===== src/verilog/cache_pkg.sv =====
// ~~~~~~~~~~~~~~~~~~~~~~~~~~~~~~~~~~~~~~
// cache_pkg
// Shared types and line geometry for the
// two-way pipelined data cache: CPU word,
// cacheline sizes and controller states
// ~~~~~~~~~~~~~~~~~~~~~~~~~~~~~~~~~~~~~~

package cache_pkg;

    // CPU address or data word
    typedef logic [31:0] rv32i_word;

    // 32-byte line, also the memory bus width
    localparam int unsigned line_bits  = 256;
    localparam int unsigned line_bytes = 32;

    // byte offset bits inside a line
    localparam int unsigned s_offset = 5;

    // controller states
    typedef enum logic [1:0] {
        st_lookup,      // compare and serve hits
        st_writeback,   // dirty victim goes to memory
        st_fill,        // missing line comes from memory
        st_refill_done  // re-read arrays, then retry lookup
    } cache_state_t;

endpackage : cache_pkg


===== src/verilog/cache_control.sv =====
// ~~~~~~~~~~~~~~~~~~~~~~~~~~~~~~~~~~~~~~
// cache_control
// FSM for the pipelined data cache that
// serves hits from the lookup stage,
// sequences writeback and fill on a miss
// and holds the lookup stage on a stall
// ~~~~~~~~~~~~~~~~~~~~~~~~~~~~~~~~~~~~~~
`timescale 1ns/1ps

module cache_control (
    input  logic clk,
    input  logic reset,
    input  logic stall,
    input  logic mem_read,
    input  logic mem_write,
    input  logic pmem_resp,
    input  logic cache_hit,
    input  logic hit1,
    input  logic dirty_o,
    input  logic lru_out,
    output logic mem_resp,
    output logic pmem_read,
    output logic pmem_write,
    output logic load_cache,
    output logic source_sel,
    output logic way_sel,
    output logic load_dirty,
    output logic dirty_sel,
    output logic load_lru,
    output logic addrmux_sel,
    output logic advance
);
    import cache_pkg::*;

    cache_state_t state;
    cache_state_t state_next;

    // a request sits in the lookup register
    logic req_valid;
    logic served;

    assign served = req_valid && cache_hit && !stall;

    always_comb begin
        state_next  = state;
        mem_resp    = 1'b0;
        pmem_read   = 1'b0;
        pmem_write  = 1'b0;
        load_cache  = 1'b0;
        source_sel  = 1'b0;
        way_sel     = lru_out;
        load_dirty  = 1'b0;
        dirty_sel   = 1'b0;
        load_lru    = 1'b0;
        addrmux_sel = 1'b0;
        advance     = 1'b0;
        case (state)
            st_lookup: begin
                way_sel = hit1;
                advance = !stall && (!req_valid || cache_hit);
                if (served) begin
                    mem_resp = 1'b1;
                    load_lru = 1'b1;
                    // write hit merges bytes and marks the line dirty
                    load_cache = mem_write;
                    load_dirty = mem_write;
                    dirty_sel  = 1'b1;
                end else if (req_valid && !stall) begin
                    state_next = dirty_o ? st_writeback : st_fill;
                end
            end
            st_writeback: begin
                pmem_write  = 1'b1;
                addrmux_sel = 1'b1;
                if (pmem_resp) begin
                    state_next = st_fill;
                end
            end
            st_fill: begin
                pmem_read  = 1'b1;
                source_sel = 1'b1;
                // line is taken only once the core lets go of stall
                if (pmem_resp && !stall) begin
                    load_cache = 1'b1;
                    load_dirty = 1'b1;
                    state_next = st_refill_done;
                end
            end
            st_refill_done: begin
                state_next = st_lookup;
            end
            default: begin
                state_next = st_lookup;
            end
        endcase
    end

    always_ff @(posedge clk) begin
        if (reset) begin
            state     <= st_lookup;
            req_valid <= 1'b0;
        end else begin
            state <= state_next;
            // a served request frees the stage for the next one
            if (advance) begin
                req_valid <= !req_valid && (mem_read || mem_write);
            end
        end
    end

    assert property (@(posedge clk) disable iff (reset) !(pmem_read && pmem_write))
        else $error("pmem_read and pmem_write high together");

    assert property (@(posedge clk) disable iff (reset) stall |-> !mem_resp)
        else $error("mem_resp high during stall");

endmodule : cache_control


===== config.mk =====
export PLATFORM = sky130hd
export DESIGN_NAME = cache_control
export DESIGN_NICKNAME = d
export VERILOG_FILES = /design/src/verilog/cache_pkg.sv /design/src/verilog/cache_control.sv
export SDC_FILE = /design/constraint.sdc
export NUM_CORES = 1
export LEC_CHECK = 0
export BUFFER_PORTS_ARGS = -buffer_cell sky130_fd_sc_hd__buf_2
export CAP_MARGIN = 5
export CORE_AREA = 2 2 39 41
export DETAILED_ROUTE_END_ITERATION = 12
export DIE_AREA = 0 0 41 43
export SYNTH_ARGS = -nofsm -noshare
export SYNTH_HDL_FRONTEND = slang
export SYNTH_SLANG_ARGS = --single-unit

===== constraint.sdc =====
create_clock -name clk -period 4 [get_ports clk]
set_input_delay 0.2 -clock clk [delete_from_list [all_inputs] [get_ports clk]]
set_output_delay 0.2 -clock clk [all_outputs]
set_load 0.01 [all_outputs]

Word-level counts from Yosys, hierarchy flattened

Index checks and enable logic that the tools add are counted.

Output and inout port bits: 11
Word-level logic and storage cells: 36
Input port bits: 10
Flip-flop bits (word level): 3

Mux-type cells: 15
Reduce and logical (&&, ||, !) cells: 12
Equal/unequal tests: 7

Operators with widths:

| kind                                                            | count |
|---|---|
| 2-bit 2-to-1 mux                                                | 5 |
| 1-bit 2-to-1 mux                                                | 8 |
| 2-bit != test, second input constant                            | 4 |
| 2-bit case mux with 4 select lines                              | 1 |
| 1-bit logical AND                                               | 6 |
| 2-bit == test, second input constant                            | 2 |
| 4-bit AND reduction                                             | 1 |
| 2-bit by 1-bit == test with 1-bit output, second input constant | 1 |
| 1-bit logical NOT                                               | 2 |
| 2-bit logical NOT                                               | 1 |
| 1-bit logical OR                                                | 2 |
| 1-bit case mux with 2 select lines                              | 1 |

Depth between registers and ports, before layout

Word-level depth: 5
Depth in mapped cells: 6
Mapped depth without buffers: 5

Worst setup path after synthesis

No wires, ideal clock.

Kind: reg-to-reg
Start: reg state[0]
End: reg state[0]
Data required time: 3.879 ns
Buffers on the path: 0
Stages on the path, launching flop included: 5
Library setup time: 0.121 ns
Setup slack: 2.478 ns
Data arrival time: 1.401 ns
Clock period less this slack: 1.522 ns
Cell sequence: dfxtp_1 inv_1 ha_1 a222oi_1 mux2_2

Cells in the longest elaborated chain, start to end: 3
Elaborated cells between the ends (all ways): 10
Classes of those cells: eq/ne (7); mux (1); reduce/logical (2)

Ends and longest elaborated chain:

| element                                     | RTL line             | RTL |
|---|---|---|
| start, declared                             | cache_control.sv:35  | `cache_state_t state;` |
| start signal, assigned                      | cache_control.sv:100 | `state <= st_lookup;` |
| start signal, assigned                      | cache_control.sv:103 | `state <= state_next;` |
| 2-bit == test, or another cell as far along | cache_control.sv:57  | `case (state)` |
| 2-bit != test (no source line)              | -                    |  |
| 4-bit AND reduction (no source line)        | -                    |  |

Parallel ways exist; a longest one is shown, timed or not.
A chain may end at the register's enable or synchronous reset.

Worst setup path after layout

Start: reg state[1]
End: out way_sel

Cells in the longest elaborated chain, start to end: 2

Ends and longest elaborated chain:

| element           | RTL line            | RTL |
|---|---|---|
| 2-bit logical NOT | cache_control.sv:57 |  |
| 1-bit 2-to-1 mux  | cache_control.sv:57 |  |
| end, declared     | cache_control.sv:26 | `output logic way_sel,` |

No other way between the ends.

==> run_results.csv <==
group,metric,value,unit
min_path,worstHoldEndpoint,"req_valid$_SDFFE_PP0P_",
final_layout,fin_nets,71,
placed_design,dp_hpwl,531.6,um
critical_path,cp-end-kind,"output port",
placed_design,gp_congestion,0.6476,
global_routing,grt_pass1_vias,254,
critical_path,crit_fanout,8,
timing,slew_headroom,71.58,%
power,ir_worst_vdd,141.1,uV
synth,syn_inst,39,
final_layout,synthToLayoutAreaGrowth,34.29,%
routing,drt-initial-drc-count,4,
timing,fin_crit_sh,42.00,%
power,pwr_density_cell,658.6,nW/um^2
min_path,hp-start,"reset",
timing,clock_skew,0.009724,ns
synth,yosysTopAreaCell,"dfxtp_1",
outcome,outcome,"finished, final reports clean",
cts,post_cts_resized,0,
cts,clk_pin_slew,0.04,ns
power,finalPower,271.1,uW
cts,cts-root-buf,"clkbuf_4",
cts,post_cts_buffers,0,
synth,ys_top_cells_by_area,"dfxtp_1 (20%), buf_4 (12%), ha_1 (12%)",
cts,clkSinkCount,3,
timing,finalHoldViolCount,0,
synth,synth_edf_count,0,
cts,numCtsBuffers,3,
global_routing,antenna_found_initial,0,
final_layout,fin_util,29.75,%
min_path,hold_depth,3,
synth,ys.flop_type,"dfxtp_1",
synth,ys_async_sr_fraction,0,%
synth,yosysTopAreaCellShare,19.59,%
routing,wl_per_cell,8.849,um
global_routing,grt_pass1_wl,876,um
critical_path,r2r-end,"state[0]$_SDFFE_PP0P_",
die,io_pins,21,
synth,syn_area,306.5,sq um
die,core_area,1384,sq um
cts,tritoncts,"yes",
global_routing,grt.overflow.total,0,
final_layout,n_antenna_cell,0,
placed_design,io_buffers,20,
routing,antenna_left,0,
die,row_count,14,
critical_path,arrival,1.48,ns
timing,setup_viol,0,
die,die-area,1763,sq um
critical_path,worstRegToRegCells,4,
synth,syn-num-nets,52,
flow_run,drv_cap,0,
synth,yosysWarnings,0,
synth,synth_seq_cells,3,
synth,post-synth-top-count-cell,"nor2_1",
timing,fmax,595.2,MHz
timing,fin_tns_setup,0,ns
cts,hold_buffers,0,
routing,firstDrtPassIters,4,
final_layout,stdcell_area,411.6,sq um
critical_path,startpoint_type,"register",
cts,cts_buffer_depth,2,
placed_design,dpl_cell_area,385.4,sq um
cts,h-tree-depth,1,
die,initial_core_util,22.15,%
timing,rsz0062_at_grt,"no",
power,power.leakage,0.0002314,uW
critical_path,timing.rr.start,"state[0]$_SDFFE_PP0P_",
timing,period_minus_slack,1.680,ns
routing,vias,307,
global_routing,grtUsageTotal,8.008,%
timing,finalMaxSlewViolations,0,
synth,ys_seq_area_share,19.59,%
routing,routed_wl,646,um
global_routing,grt_max_degree,9,
critical_path,crit_type,"reg -> out",
final_layout,drive_above_1_share,45.61,%
critical_path,required,3.80,ns
cts,clk_latency,0.24,ns
timing,tightest_slew,0.4264,ns
synth,yosys-top-cells-count,"nor2_1 (6), buf_4 (5), inv_1 (4), nand2b_1 (4)",
routing,routed_via_density,4.205,
critical_path,timing.reg2reg.setup_slack,2.39,ns
synth,synth.distinct_cells,16,
die,die_w,41,um
synth,postSynthAreaPerCell,7.860,sq um
die,die_h,43,um
min_path,hold_class,"in -> reg",
routing,drc,0,
## worst max path at each step
stage	startpoint	slack (ns)	end
after global placement	state[0]$_SDFFE_PP0P_	2.43	state[0]$_SDFFE_PP0P_
after floorplan	state[0]$_SDFFE_PP0P_	2.48	state[0]$_SDFFE_PP0P_
after CTS	state[1]$_SDFFE_PP0P_	2.31	way_sel
after detailed placement	state[0]$_SDFFE_PP0P_	2.38	state[1]$_SDFFE_PP0P_
final	state[1]$_SDFFE_PP0P_	2.32	way_sel
after global routing	state[0]$_SDFFE_PP0P_	2.26	load_cache
## state kept, by name, summed over array words and instances (netlist names)
name,flops
req_valid,1
state,2
## layout make-up
type	count	area (sq um)
fill	152	972.2
timing repair buffer	20	100.1
sequential	3	60.06
clock buffer	4	26.28
tap	16	20.02
multi-input combinational	26	190.2
inverter	4	15.01
## per-stage QoR
step                std cells  hold WS [ns]  setup WS [ns]
global route               73        0.2998          2.263
finish                     73        0.2716          2.320
floorplan                  39        0.3578          2.478
CTS                        73        0.2641          2.310
global placement           69        0.5117          2.429
detailed placement         69        0.5161          2.383
## where the power goes
part,switching (uW),internal [uW],total (uW)
clock,17.2,37.5,54.7
sequential,7.41,41.8,49.2
combinational,88.1,79.1,167
total,113,158,271
## cell families after synthesis
family	synth area share (%)
and+or+nand+nor	24.90
DFF	19.59
adders and majority gates	12.25
AOI/OAI and AO/OA	10.61
muxes	14.29
buffers and inverters	18.37
## worst max-delay path, stage by stage (launching register included)
cell     delay [ns]
dfxtp_1        0.31
inv_1          0.11
ha_1           0.33
mux2_2         0.36
buf_2          0.14
## layout by cell type, fill, tap and decap left out, types with 3 or more instances in the layout
master    count
dfxtp_1       3
clkbuf_4      3
nand2b_1      4
mux2_2        3
inv_1         4
buf_2        20
a21oi_1       3
ha_1          3
nor2_1        6
## per-layer routing
metal	global-route usage (%)	vias to the layer above	part of all wire [%]
met5	0	-	0
li1	-	162	-
met4	6.000	0	1.2
met1	6.051	137	42
met2	12.50	6	51
met3	6.283	2	5.1
Note: power is estimated with default switching activity, not from simulation.
