==> config.mk <==
export PLATFORM = sky130hd
export DESIGN_NAME = bus_adapter
export DESIGN_NICKNAME = d
export VERILOG_FILES = /design/src/verilog/cache_pkg.sv /design/src/verilog/bus_adapter.sv
export SDC_FILE = /design/constraint.sdc
export NUM_CORES = 1
export LEC_CHECK = 0
export ABC_AREA = 1
export BUFFER_PORTS_ARGS = -buffer_cell sky130_fd_sc_hd__buf_2
export CAP_MARGIN = 10
export CORE_AREA = 2 2 267 269
export DETAILED_ROUTE_END_ITERATION = 6
export DIE_AREA = 0 0 269 271
export SYNTH_ARGS = -nofsm -noshare
export SYNTH_HDL_FRONTEND = slang
export SYNTH_SLANG_ARGS = --single-unit
==> constraint.sdc <==
create_clock -name vclk -period 1.61
set_input_delay 0.161 -clock vclk [all_inputs]
set_output_delay 0.161 -clock vclk [all_outputs]
set_load 0.01 [all_outputs]
==> src/verilog/cache_pkg.sv <==
// ~~~~~~~~~~~~~~~~~~~~~~~~~~~~~~~~~~~~~~
// cache_pkg
// Shared types and line geometry for the
// two-way pipelined data cache: CPU word,
// cacheline sizes and controller states
// ~~~~~~~~~~~~~~~~~~~~~~~~~~~~~~~~~~~~~~

package cache_pkg;

    // CPU address or data word
    typedef logic [31:0] rv32i_word;

    // 32-byte line, also the memory bus width
    localparam int unsigned line_bits  = 256;
    localparam int unsigned line_bytes = 32;

    // byte offset bits inside a line
    localparam int unsigned s_offset = 5;

    // controller states
    typedef enum logic [1:0] {
        st_lookup,      // compare and serve hits
        st_writeback,   // dirty victim goes to memory
        st_fill,        // missing line comes from memory
        st_refill_done  // re-read arrays, then retry lookup
    } cache_state_t;

endpackage : cache_pkg

==> src/verilog/bus_adapter.sv <==
// ~~~~~~~~~~~~~~~~~~~~~~~~~~~~~~~~~~~~~~
// bus_adapter
// Steers 32-bit CPU words and byte enables
// into 256-bit line lanes, and picks the
// addressed word out of a cacheline
// ~~~~~~~~~~~~~~~~~~~~~~~~~~~~~~~~~~~~~~
`timescale 1ns/1ps

module bus_adapter (
    input  cache_pkg::rv32i_word                mem_wdata,
    input  logic [3:0]                          mem_byte_enable,
    input  cache_pkg::rv32i_word                address,
    input  cache_pkg::rv32i_word                prev_address,
    input  logic [cache_pkg::line_bits-1:0]     mem_rdata256,
    output logic [cache_pkg::line_bits-1:0]     mem_wdata256,
    output logic [cache_pkg::line_bytes-1:0]    mem_byte_enable256,
    output cache_pkg::rv32i_word                mem_rdata
);
    import cache_pkg::*;

    logic [s_offset-3:0] wr_word;
    logic [s_offset-3:0] rd_word;

    // write side follows the live request
    assign wr_word = address[s_offset-1:2];
    // read side follows the registered lookup
    assign rd_word = prev_address[s_offset-1:2];

    // word copied into every lane, enables pick the lane
    assign mem_wdata256 = {(line_bits / 32){mem_wdata}};
    assign mem_byte_enable256 = {{(line_bytes - 4){1'b0}}, mem_byte_enable}
                                << {wr_word, 2'b00};

    assign mem_rdata = mem_rdata256[{rd_word, 5'b00000} +: 32];

endmodule : bus_adapter

# Word level (Yosys, flattened, before mapping)
# Cells that the tools add are included.
# word_totals
regBits	0
output_inout_bits	320
elab_cells	2
# classes
shifts	2
# op_table
cell	n
$shiftx A256 B9 Y32	1
$shl A4 B5 Y32	1

# Logic depth before layout (Yosys ltp)
# Gate-level depths: netlist of run 1.
# logic_depth
depth_word	1
mapped_depth	8

# Least setup slack after synthesis of run 1
# Ideal clock, no wire load.
# synth_timing
path_type	input port to output port
start	in prev_address[4]
end	out mem_rdata[10]
arrival_ns	0.845
required_time_ns	1.449
path_slack_ns	0.604
path_stages	5
path_buffers	2
path_cell_list	clkbuf_1 -> inv_1 -> buf_1 -> nand2_1 -> nand2_1
# synth_via
elab_chain_cells	1
# synth_rtl
item	line	rtl
start, declared	bus_adapter.sv:13	input cache_pkg::rv32i_word prev_address,
$shiftx A256 B9 Y32	bus_adapter.sv:34	assign mem_rdata = mem_rdata256[{rd_word, 5'b00000} +: 32];
end, declared	bus_adapter.sv:17	output cache_pkg::rv32i_word mem_rdata
# No other way between the ends.

# Worst setup path in the final report of run 1
# layout_timing
start	in prev_address[2]
end	out mem_rdata[31]
# Same word-level chain as after synthesis.

==> flow_summary.yaml, run 1 <==
layout:
  drive_gt1_frac: 0.300
  fillers: 8306
  seq_cell_count: 0
  fin_nets: 1573
  area_growth_pct: 17.0
  multi_input_area_sq_um: 2410
  fin_util: 0.0948
  clock_buffers: 0
  regArea_sq_um: 0
sta:
  hold_viol_final: 0
  worstMarginPinSlew_ns: 0.414
  max_slew_margin: 0.724
  rsz0062_at_grt: "false"
  setup-tns-final_ns: 0
  max_freq_mhz: 659
  slew_viol_final: 0
  finalSetupViolCount: 0
  min_period_over_period: 0.943
  period_needed_ns: 1.52
grt:
  grt_pass1_vias: 5710
  grt_pass1_wl_mm: 33.7
  met1_usage: 0.0650
  grt_overflow: 0
  use_met2: 0.112
  antenna_found_initial: 11
  grt_max_degree: 51
  track_usage: 0.0631
  grt-busiest-layer: "met2"
  use_met3: 0.0125
power_and_ir_drop:
  p_leak_nw: 4.41
  vdd_ir_drop_max_mv: 0.113
  power_density_nw_per_um2: 228
worst_setup_path:
  critPathMostFrequentCell: "nand2_1"
  cp-end-kind: "primary output"
  cpPeakStageDelay_ns: 0.22
  critPathTopFamily: "buffers and inverters"
  startpoint: "prev_address[2]"
  arrival_ns: 1.36
  endpoint: "mem_rdata[31]"
  crit_chain: "buf_4, buf_12, buf_4, nand2_1, nand3_1, nand2_1, nand2_1, nand2_1, buf_2"
  required_ns: 1.45
  cp_num_buf_inv: 4
  worstPathMaxFanout: 50
  crit_slowest_cell: "buf_12"
  worst_setup_path_start_kind: "input port"
  crit_type: "in2out"
  cp.depth: 9
floorplanning:
  std_cell_rows: 97
  die_y_um: 271
  core-area_sq_um: 69800
  die_x_um: 269
  io_pins: 676
  initial_core_util: 0.0810
  die-area_sq_um: 72900
logic_synthesis:
  synth_area_sq_um: 5650
  netlist_instances: 1163
  synth-warning-count: 0
  postSynthAreaPerCell_sq_um: 4.86
  synth_seq_area_share: 0
  synth_nets: 1519
  ys_types: 11
placement:
  dp_hpwl_mm: 22.0
  gp_congestion: 0.807
  io_buffers: 330
drt:
  ant_nets: 0
  drt-wirelength-per-cell_um: 11.7
  wirelength_mm: 25.3
  drtIter0Drc: 261
  avgViaCountPerCell: 2.89
  via_count: 6246
  first_pass_iters: 4
  drc: 0
job:
  cap_violations: 0
clocking:
  postCtsHoldBufs: 0
  cts_resized: 0
  post-cts-setup-buffers: 0
outcome:
  status: "finished clean"
hold_path:
  hp-class: "in2out"
  hold_depth: 0
-- how the worst min path moves through the flow --
stage | from | to | slack [ns]
finish | mem_wdata[1] | mem_wdata256[225] | 0.32
global route | mem_wdata[12] | mem_wdata256[76] | 0.32
CTS | mem_wdata[8] | mem_wdata256[104] | 0.32
detailed placement | mem_wdata[8] | mem_wdata256[104] | 0.32
global placement | mem_wdata[8] | mem_wdata256[104] | 0.32
floorplan | address[3] | mem_byte_enable256[5] | 0.38
-- cells by family (layout without fill, tap and decap cells) --
| group | count (synthesis) | in the layout | share of synthesized area |
|---|---|---|---|
| other cells | 0 | 3 | 0 |
| buf+inv | 573 | 625 | 0.575 |
| simple gates | 590 | 590 | 0.425 |
-- placed cells by master, fill, tap and decap left out --
| cell | count |
|---|---|
| buf_2 | 328 |
| nor4_1 | 4 |
| nor2_1 | 28 |
| nand3_2 | 1 |
| diode_2 | 3 |
| inv_4 | 1 |
| buf_4 | 21 |
| clkinv_2 | 1 |
| nand3_1 | 141 |
| nand2_1 | 416 |
| inv_1 | 261 |
| buf_6 | 1 |
| buf_12 | 11 |
| inv_2 | 1 |
-- cells in the mapped netlist --
cell type | count | area, sq um
inv_2 | 2 | 7.51
nand2_1 | 416 | 1560
nor2_1 | 28 | 105
buf_6 | 13 | 146
clkbuf_1 | 8 | 30.0
buf_1 | 6 | 22.5
nand3_1 | 142 | 711
inv_1 | 262 | 983
buf_4 | 260 | 1950
buf_2 | 22 | 110
nor4_1 | 4 | 25.0
-- metrics by stage --
stage	std cells	area [sq um]	hold slack [ns]	worst slack, ns	power [W]
final	2158	6620	0.322	0.0919	0.00151
after detailed placement	2155	6600	0.322	0.0634	0.00154
after global routing	2157	6610	0.322	0.0364	0.00171
after floorplan	1163	5650	0.376	0.604	0.00143
after CTS	2155	6600	0.322	0.0613	0.00154
after global placement	2155	6600	0.322	0.0765	0.00154
-- per-layer routing --
layer | up-vias | wire (um)
li1 | 3179 | -
met1 | 2587 | 9780
met2 | 333 | 11300
met3 | 143 | 2080
met4 | 4 | 2140
met5 | - | 27
-- final cells by class --
class / count / area share
inverter: 264 / 0.150
multi-input combinational: 590 / 0.364
timing repair buffer: 361 / 0.307
tap: 940 / 0.178
antenna: 3 / 0.00113
-- where the power goes --
group | total [W] | switching, W | internal, W | leakage [nW]
clock | 0.000000000250 | 0 | 0.000000000250 | 0.0000190
sequential | 0 | 0 | 0 | 0
combinational | 0.00151 | 0.000863 | 0.000647 | 4.41
Note: power is estimated with default switching activity, not from simulation.
==> run 2: changes to the inputs <==
--- a/config.mk
+++ b/config.mk
@@ -11,6 +11,7 @@
 export CORE_AREA = 2 2 267 269
 export DETAILED_ROUTE_END_ITERATION = 6
 export DIE_AREA = 0 0 269 271
+export SETUP_SLACK_MARGIN = 0.2
 export SYNTH_ARGS = -nofsm -noshare
 export SYNTH_HDL_FRONTEND = slang
 export SYNTH_SLANG_ARGS = --single-unit
==> run 2 against run 1 <==
- total power up 14%
- setup slack better by 0.091 ns
- sequential share of layout area is the same
- first-iteration DRC count up 12%
- utilization is 0.83 points higher
- critical endpoint unchanged
==> flow_summary.yaml, run 2 (synthesized netlist as in run 1, its figures left out) <==
layout:
  final_cell_mix: "400 x nand2_1, 328 x buf_2, 261 x inv_1, 131 x nand3_1, 28 x nor2_1"
  seq_cell_count: 0
  area_growth_pct: 27.3
  regArea_sq_um: 0
  layout_commonest_cell: "nand2_1"
  clock_buffers: 0
  fin_nets: 1588
  drive_gt1_frac: 0.330
  fillers: 8261
power_and_ir_drop:
  vdd_ir_drop_max_mv: 0.112
  power_density_nw_per_um2: 240
  p_leak_nw: 4.66
floorplanning:
  die_y_um: 271
  die_x_um: 269
  std_cell_rows: 97
  io_pins: 676
  core-area_sq_um: 69800
  die-area_sq_um: 72900
  initial_core_util: 0.0810
sta:
  rsz0062_at_grt: "true"
  hold_viol_final: 0
  max_freq_mhz: 701
  max_slew_margin: 0.725
  layout_setup_ws_ns: 0.183
  worstMarginPinSlew_ns: 0.412
  setup-tns-final_ns: 0
  finalSetupViolCount: 0
  slew_viol_final: 0
  min_period_over_period: 0.886
  period_needed_ns: 1.43
worst_setup_path:
  worstPathMaxFanout: 25
  crit_type: "in2out"
  required_ns: 1.45
  cp-end-kind: "primary output"
  worst_setup_path_start_kind: "input port"
  arrival_ns: 1.27
job:
  cap_violations: 0
clocking:
  postCtsHoldBufs: 0
placement:
  gp_congestion: 0.807
  dp_slack_ns: 0.0634
  io_buffers: 330
  dp_hpwl_mm: 22.0
outcome:
  status: "finished clean"
grt:
  grt_max_degree: 26
  antenna_found_initial: 13
  grt_pass1_wl_mm: 36.7
  grt_overflow: 0
  track_usage: 0.0702
  grt_pass1_vias: 5940
hold_path:
  hold_depth: 0
  hp-class: "in2out"
drt:
  via_count: 6433
  ant_nets: 0
  avgViaCountPerCell: 2.96
  drc: 0
  first_pass_iters: 6
  drt-wirelength-per-cell_um: 13.2
  drtIter0Drc: 292
  wirelength_mm: 28.8
==> run 2: cell types whose count changed in the layout (fill, tap and decap cells not counted), moves of 2 or more <==
| cell | before | now |
|---|---|---|
| diode_2 | 3 | 5 |
| buf_12 | 11 | 7 |
| buf_4 | 21 | 15 |
| buf_16 | 0 | 8 |
| nand2_1 | 416 | 400 |
| nand2_2 | 0 | 16 |
| buf_6 | 1 | 9 |
| buf_8 | 0 | 2 |
| clkbuf_16 | 0 | 3 |
| nand3_2 | 1 | 5 |
| bufbuf_16 | 0 | 4 |
| nand3_1 | 141 | 131 |
| nand3_4 | 0 | 6 |
==> run 2: layer usage <==
metal / GRT usage / part of all wire
met1: 0.0740 / 0.39
met2: 0.122 / 0.45
met3: 0.0127 / 0.076
met4: 0.0556 / 0.082
met5: 0 / 0.00094
==> run 2: final cells by class <==
cell class	count	area, sq um	share of cell area
inverters	264	1010	0.141
diodes	5	12.5	0.00174
repair buffers	376	2450	0.341
well taps	940	1180	0.163
multi-input cells	590	2540	0.353
==> run 2: power by group <==
group	total, W	internal (W)	switching [W]
clock network	0.000000000385	0.000000000385	0
logic	0.00173	0.000772	0.000953
registers	0	0	0
total	0.00173	0.000772	0.000953
==> run 2: metrics by stage <==
step	hold slack [ns]	instances	area, sq um	util	power (W)
2_1_floorplan	0.376	1163	5650	-	0.00143
3_3_place_gp	0.322	2155	6600	0.0946	0.00154
3_5_place_dp	0.322	2155	6600	0.0946	0.00154
4_1_cts	0.322	2163	7000	0.100	0.00170
5_1_grt	0.322	2173	7190	0.103	0.00193
6_report	0.322	2175	7200	0.103	0.00173
==> run 2: critical path, stage by stage <==
cell and delay, ns:
buf_16 0.15, buf_16 0.19, buf_4 0.20, nand2_1 0.06, nand3_1 0.08, nand2_1 0.10
nand2_1 0.07, nand2_1 0.05, buf_2 0.14
==> run 2: path summary, 6_finish.rpt <==
kind	startpoint	end	slack (ns)
max	prev_address[2]	mem_rdata[31]	0.18
min	mem_wdata[1]	mem_wdata256[225]	0.32
==> run 2: what timing repair did <==
action | in CTS | in global routing
cloned | 6 | 3
setup buffers | 2 | 4
pin swaps | 0 | 1
resized for setup | 39 | 24
setup endpoints to repair | 27 | 31
==> run 3: changes to the inputs <==
--- a/config.mk
+++ b/config.mk
@@ -8,9 +8,9 @@
 export ABC_AREA = 1
 export BUFFER_PORTS_ARGS = -buffer_cell sky130_fd_sc_hd__buf_2
 export CAP_MARGIN = 10
-export CORE_AREA = 2 2 267 269
+export CORE_AREA = 2 2 262 264
 export DETAILED_ROUTE_END_ITERATION = 6
-export DIE_AREA = 0 0 269 271
+export DIE_AREA = 0 0 264 266
 export SETUP_SLACK_MARGIN = 0.2
 export SYNTH_ARGS = -nofsm -noshare
 export SYNTH_HDL_FRONTEND = slang
==> constraint.sdc (replaced) <==
create_clock -name vclk -period 1.43
set_input_delay 0.143 -clock vclk [all_inputs]
set_output_delay 0.143 -clock vclk [all_outputs]
set_load 0.01 [all_outputs]
==> run 3 against run 2 <==
- die area shrank 3.7%
- non-clock buffer count grew 21
- clock-buffer cell count is the same
- design area grew 6.6%
- via count grew 3.2%
- cell count shrank 1.6%
- critical path type unchanged
==> flow_summary.yaml, run 3 (synthesized netlist as in run 1, its figures left out) <==
sta:
  finalSetupViolCount: 0
  worstMarginPinSlew_ns: 0.444
  min_period_over_period: 0.931
  slew_viol_final: 0
  whs_ns: 0.286
  hold_viol_final: 0
  max_freq_mhz: 751
  max_slew_margin: 0.704
  period_needed_ns: 1.33
  rsz0062_at_grt: "true"
  setup-tns-final_ns: 0
drt:
  drc: 0
  wirelength_mm: 32.6
  first_pass_iters: 4
  drt-wirelength-per-cell_um: 15.2
  ant_nets: 0
  via_count: 6636
  avgViaCountPerCell: 3.10
  drtIter0Drc: 266
worst_setup_path:
  startpoint: "prev_address[2]"
  crit_type: "in2out"
  worstPathMaxFanout: 13
  cp-end-kind: "primary output"
  worst_setup_path_start_kind: "input port"
  required_ns: 1.29
  arrival_ns: 1.19
job:
  cap_violations: 0
floorplanning:
  die_y_um: 266
  std_cell_rows: 96
  core-area_sq_um: 67700
  die-area_sq_um: 70200
  die_x_um: 264
  initial_core_util: 0.0835
  io_pins: 676
grt:
  track_usage: 0.0853
  grt_max_degree: 33
  grt_pass1_wl_mm: 42.4
  grt_pass1_vias: 6122
  grt_overflow: 0
  antenna_found_initial: 11
layout:
  final_cell_count_no_fill: 2141
  regArea_sq_um: 0
  seq_cell_count: 0
  fillers: 7999
  layout_commonest_cell: "nand2_1"
  area_growth_pct: 35.7
  clock_buffers: 0
  fin_nets: 1610
  final_cell_mix: "385 x nand2_1, 322 x buf_2, 260 x inv_1, 120 x nand3_1, 28 x nor2_1"
  drive_gt1_frac: 0.363
placement:
  io_buffers: 330
  gp_congestion: 0.798
  dp_hpwl_mm: 21.6
  place_inst: 2105
hold_path:
  min_from: "mem_wdata[21]"
  hold_depth: 0
  hp-class: "in2out"
  hold_end: "mem_wdata256[213]"
power_and_ir_drop:
  power_density_nw_per_um2: 286
  vdd_ir_drop_max_mv: 0.128
  p_leak_nw: 4.90
outcome:
  status: "finished clean"
[run 3: cell count changes in the layout (fill, tap and decap cells not counted), sizes merged]
| cell | delta |
|---|---|
| clkinvlp | +1 |
| diode | +2 |
| buf | +23 |
| bufbuf | -2 |
[run 3: critical path: stages]
cell     delay (ns)
buf_16         0.14
inv_8          0.12
buf_12         0.14
buf_16         0.16
nand2_1        0.07
nand3_1        0.08
nand2_1        0.06
nand2_1        0.06
nand2_1        0.05
buf_2          0.13
[run 3: how the worst max path moves through the flow]
| stage | cells past startpoint | slack [ns] | to |
|---|---|---|---|
| after detailed placement | 9 | -0.06 | mem_rdata[23] |
| after global placement | 9 | -0.08 | mem_rdata[23] |
| final | 10 | 0.1 | mem_rdata[26] |
| after CTS | 10 | 0.07 | mem_rdata[18] |
| after global routing | 10 | -0.01 | mem_rdata[26] |
| after floorplan | 5 | 0.46 | mem_rdata[10] |
[run 3: per-stage QoR]
stage	worst slack, ns	total power, W	util	instance area [sq um]
global route	-0.0114	0.00244	0.113	7660
CTS	0.0713	0.00220	0.111	7510
finish	0.0981	0.00219	0.113	7670
global placement	-0.0840	0.00175	0.0971	6580
floorplan	0.460	0.00161	-	5650
detailed placement	-0.0594	0.00175	0.0971	6580
[run 3: area by class of cell]
cell class         count  area (sq um)  area share
diodes                 7          17.5     0.00228
inverters            264          1020       0.133
multi-input cells    590          2650       0.345
well taps            882          1100       0.144
repair buffers       397          2870       0.374
repair inverters       1          11.3     0.00147
[run 3: layer usage]
| layer | part of all wire | track usage |
|---|---|---|
| met5 | 0.0016 | 0 |
| met4 | 0.084 | 0.0653 |
| met3 | 0.074 | 0.0168 |
| met2 | 0.45 | 0.145 |
| met1 | 0.39 | 0.0939 |
[run 3: what timing repair did]
action / CTS / global route
resized for setup: 103 / 12
setup endpoints to repair: 32 / 35
pin swaps: 32 / 9
gates cloned: 16 / 3
endpoints found under the hold margin: 0 / 0
hold buffers: 0 / 0
buffers inserted: 7 / 3
[run 3: power breakdown]
part,internal (W),leakage [nW],switching [W],total (W)
Clock,0.000000000596,0.0000444,0,0.000000000596
Combinational,0.00100,4.90,0.00119,0.00219
Sequential,0,0,0,0
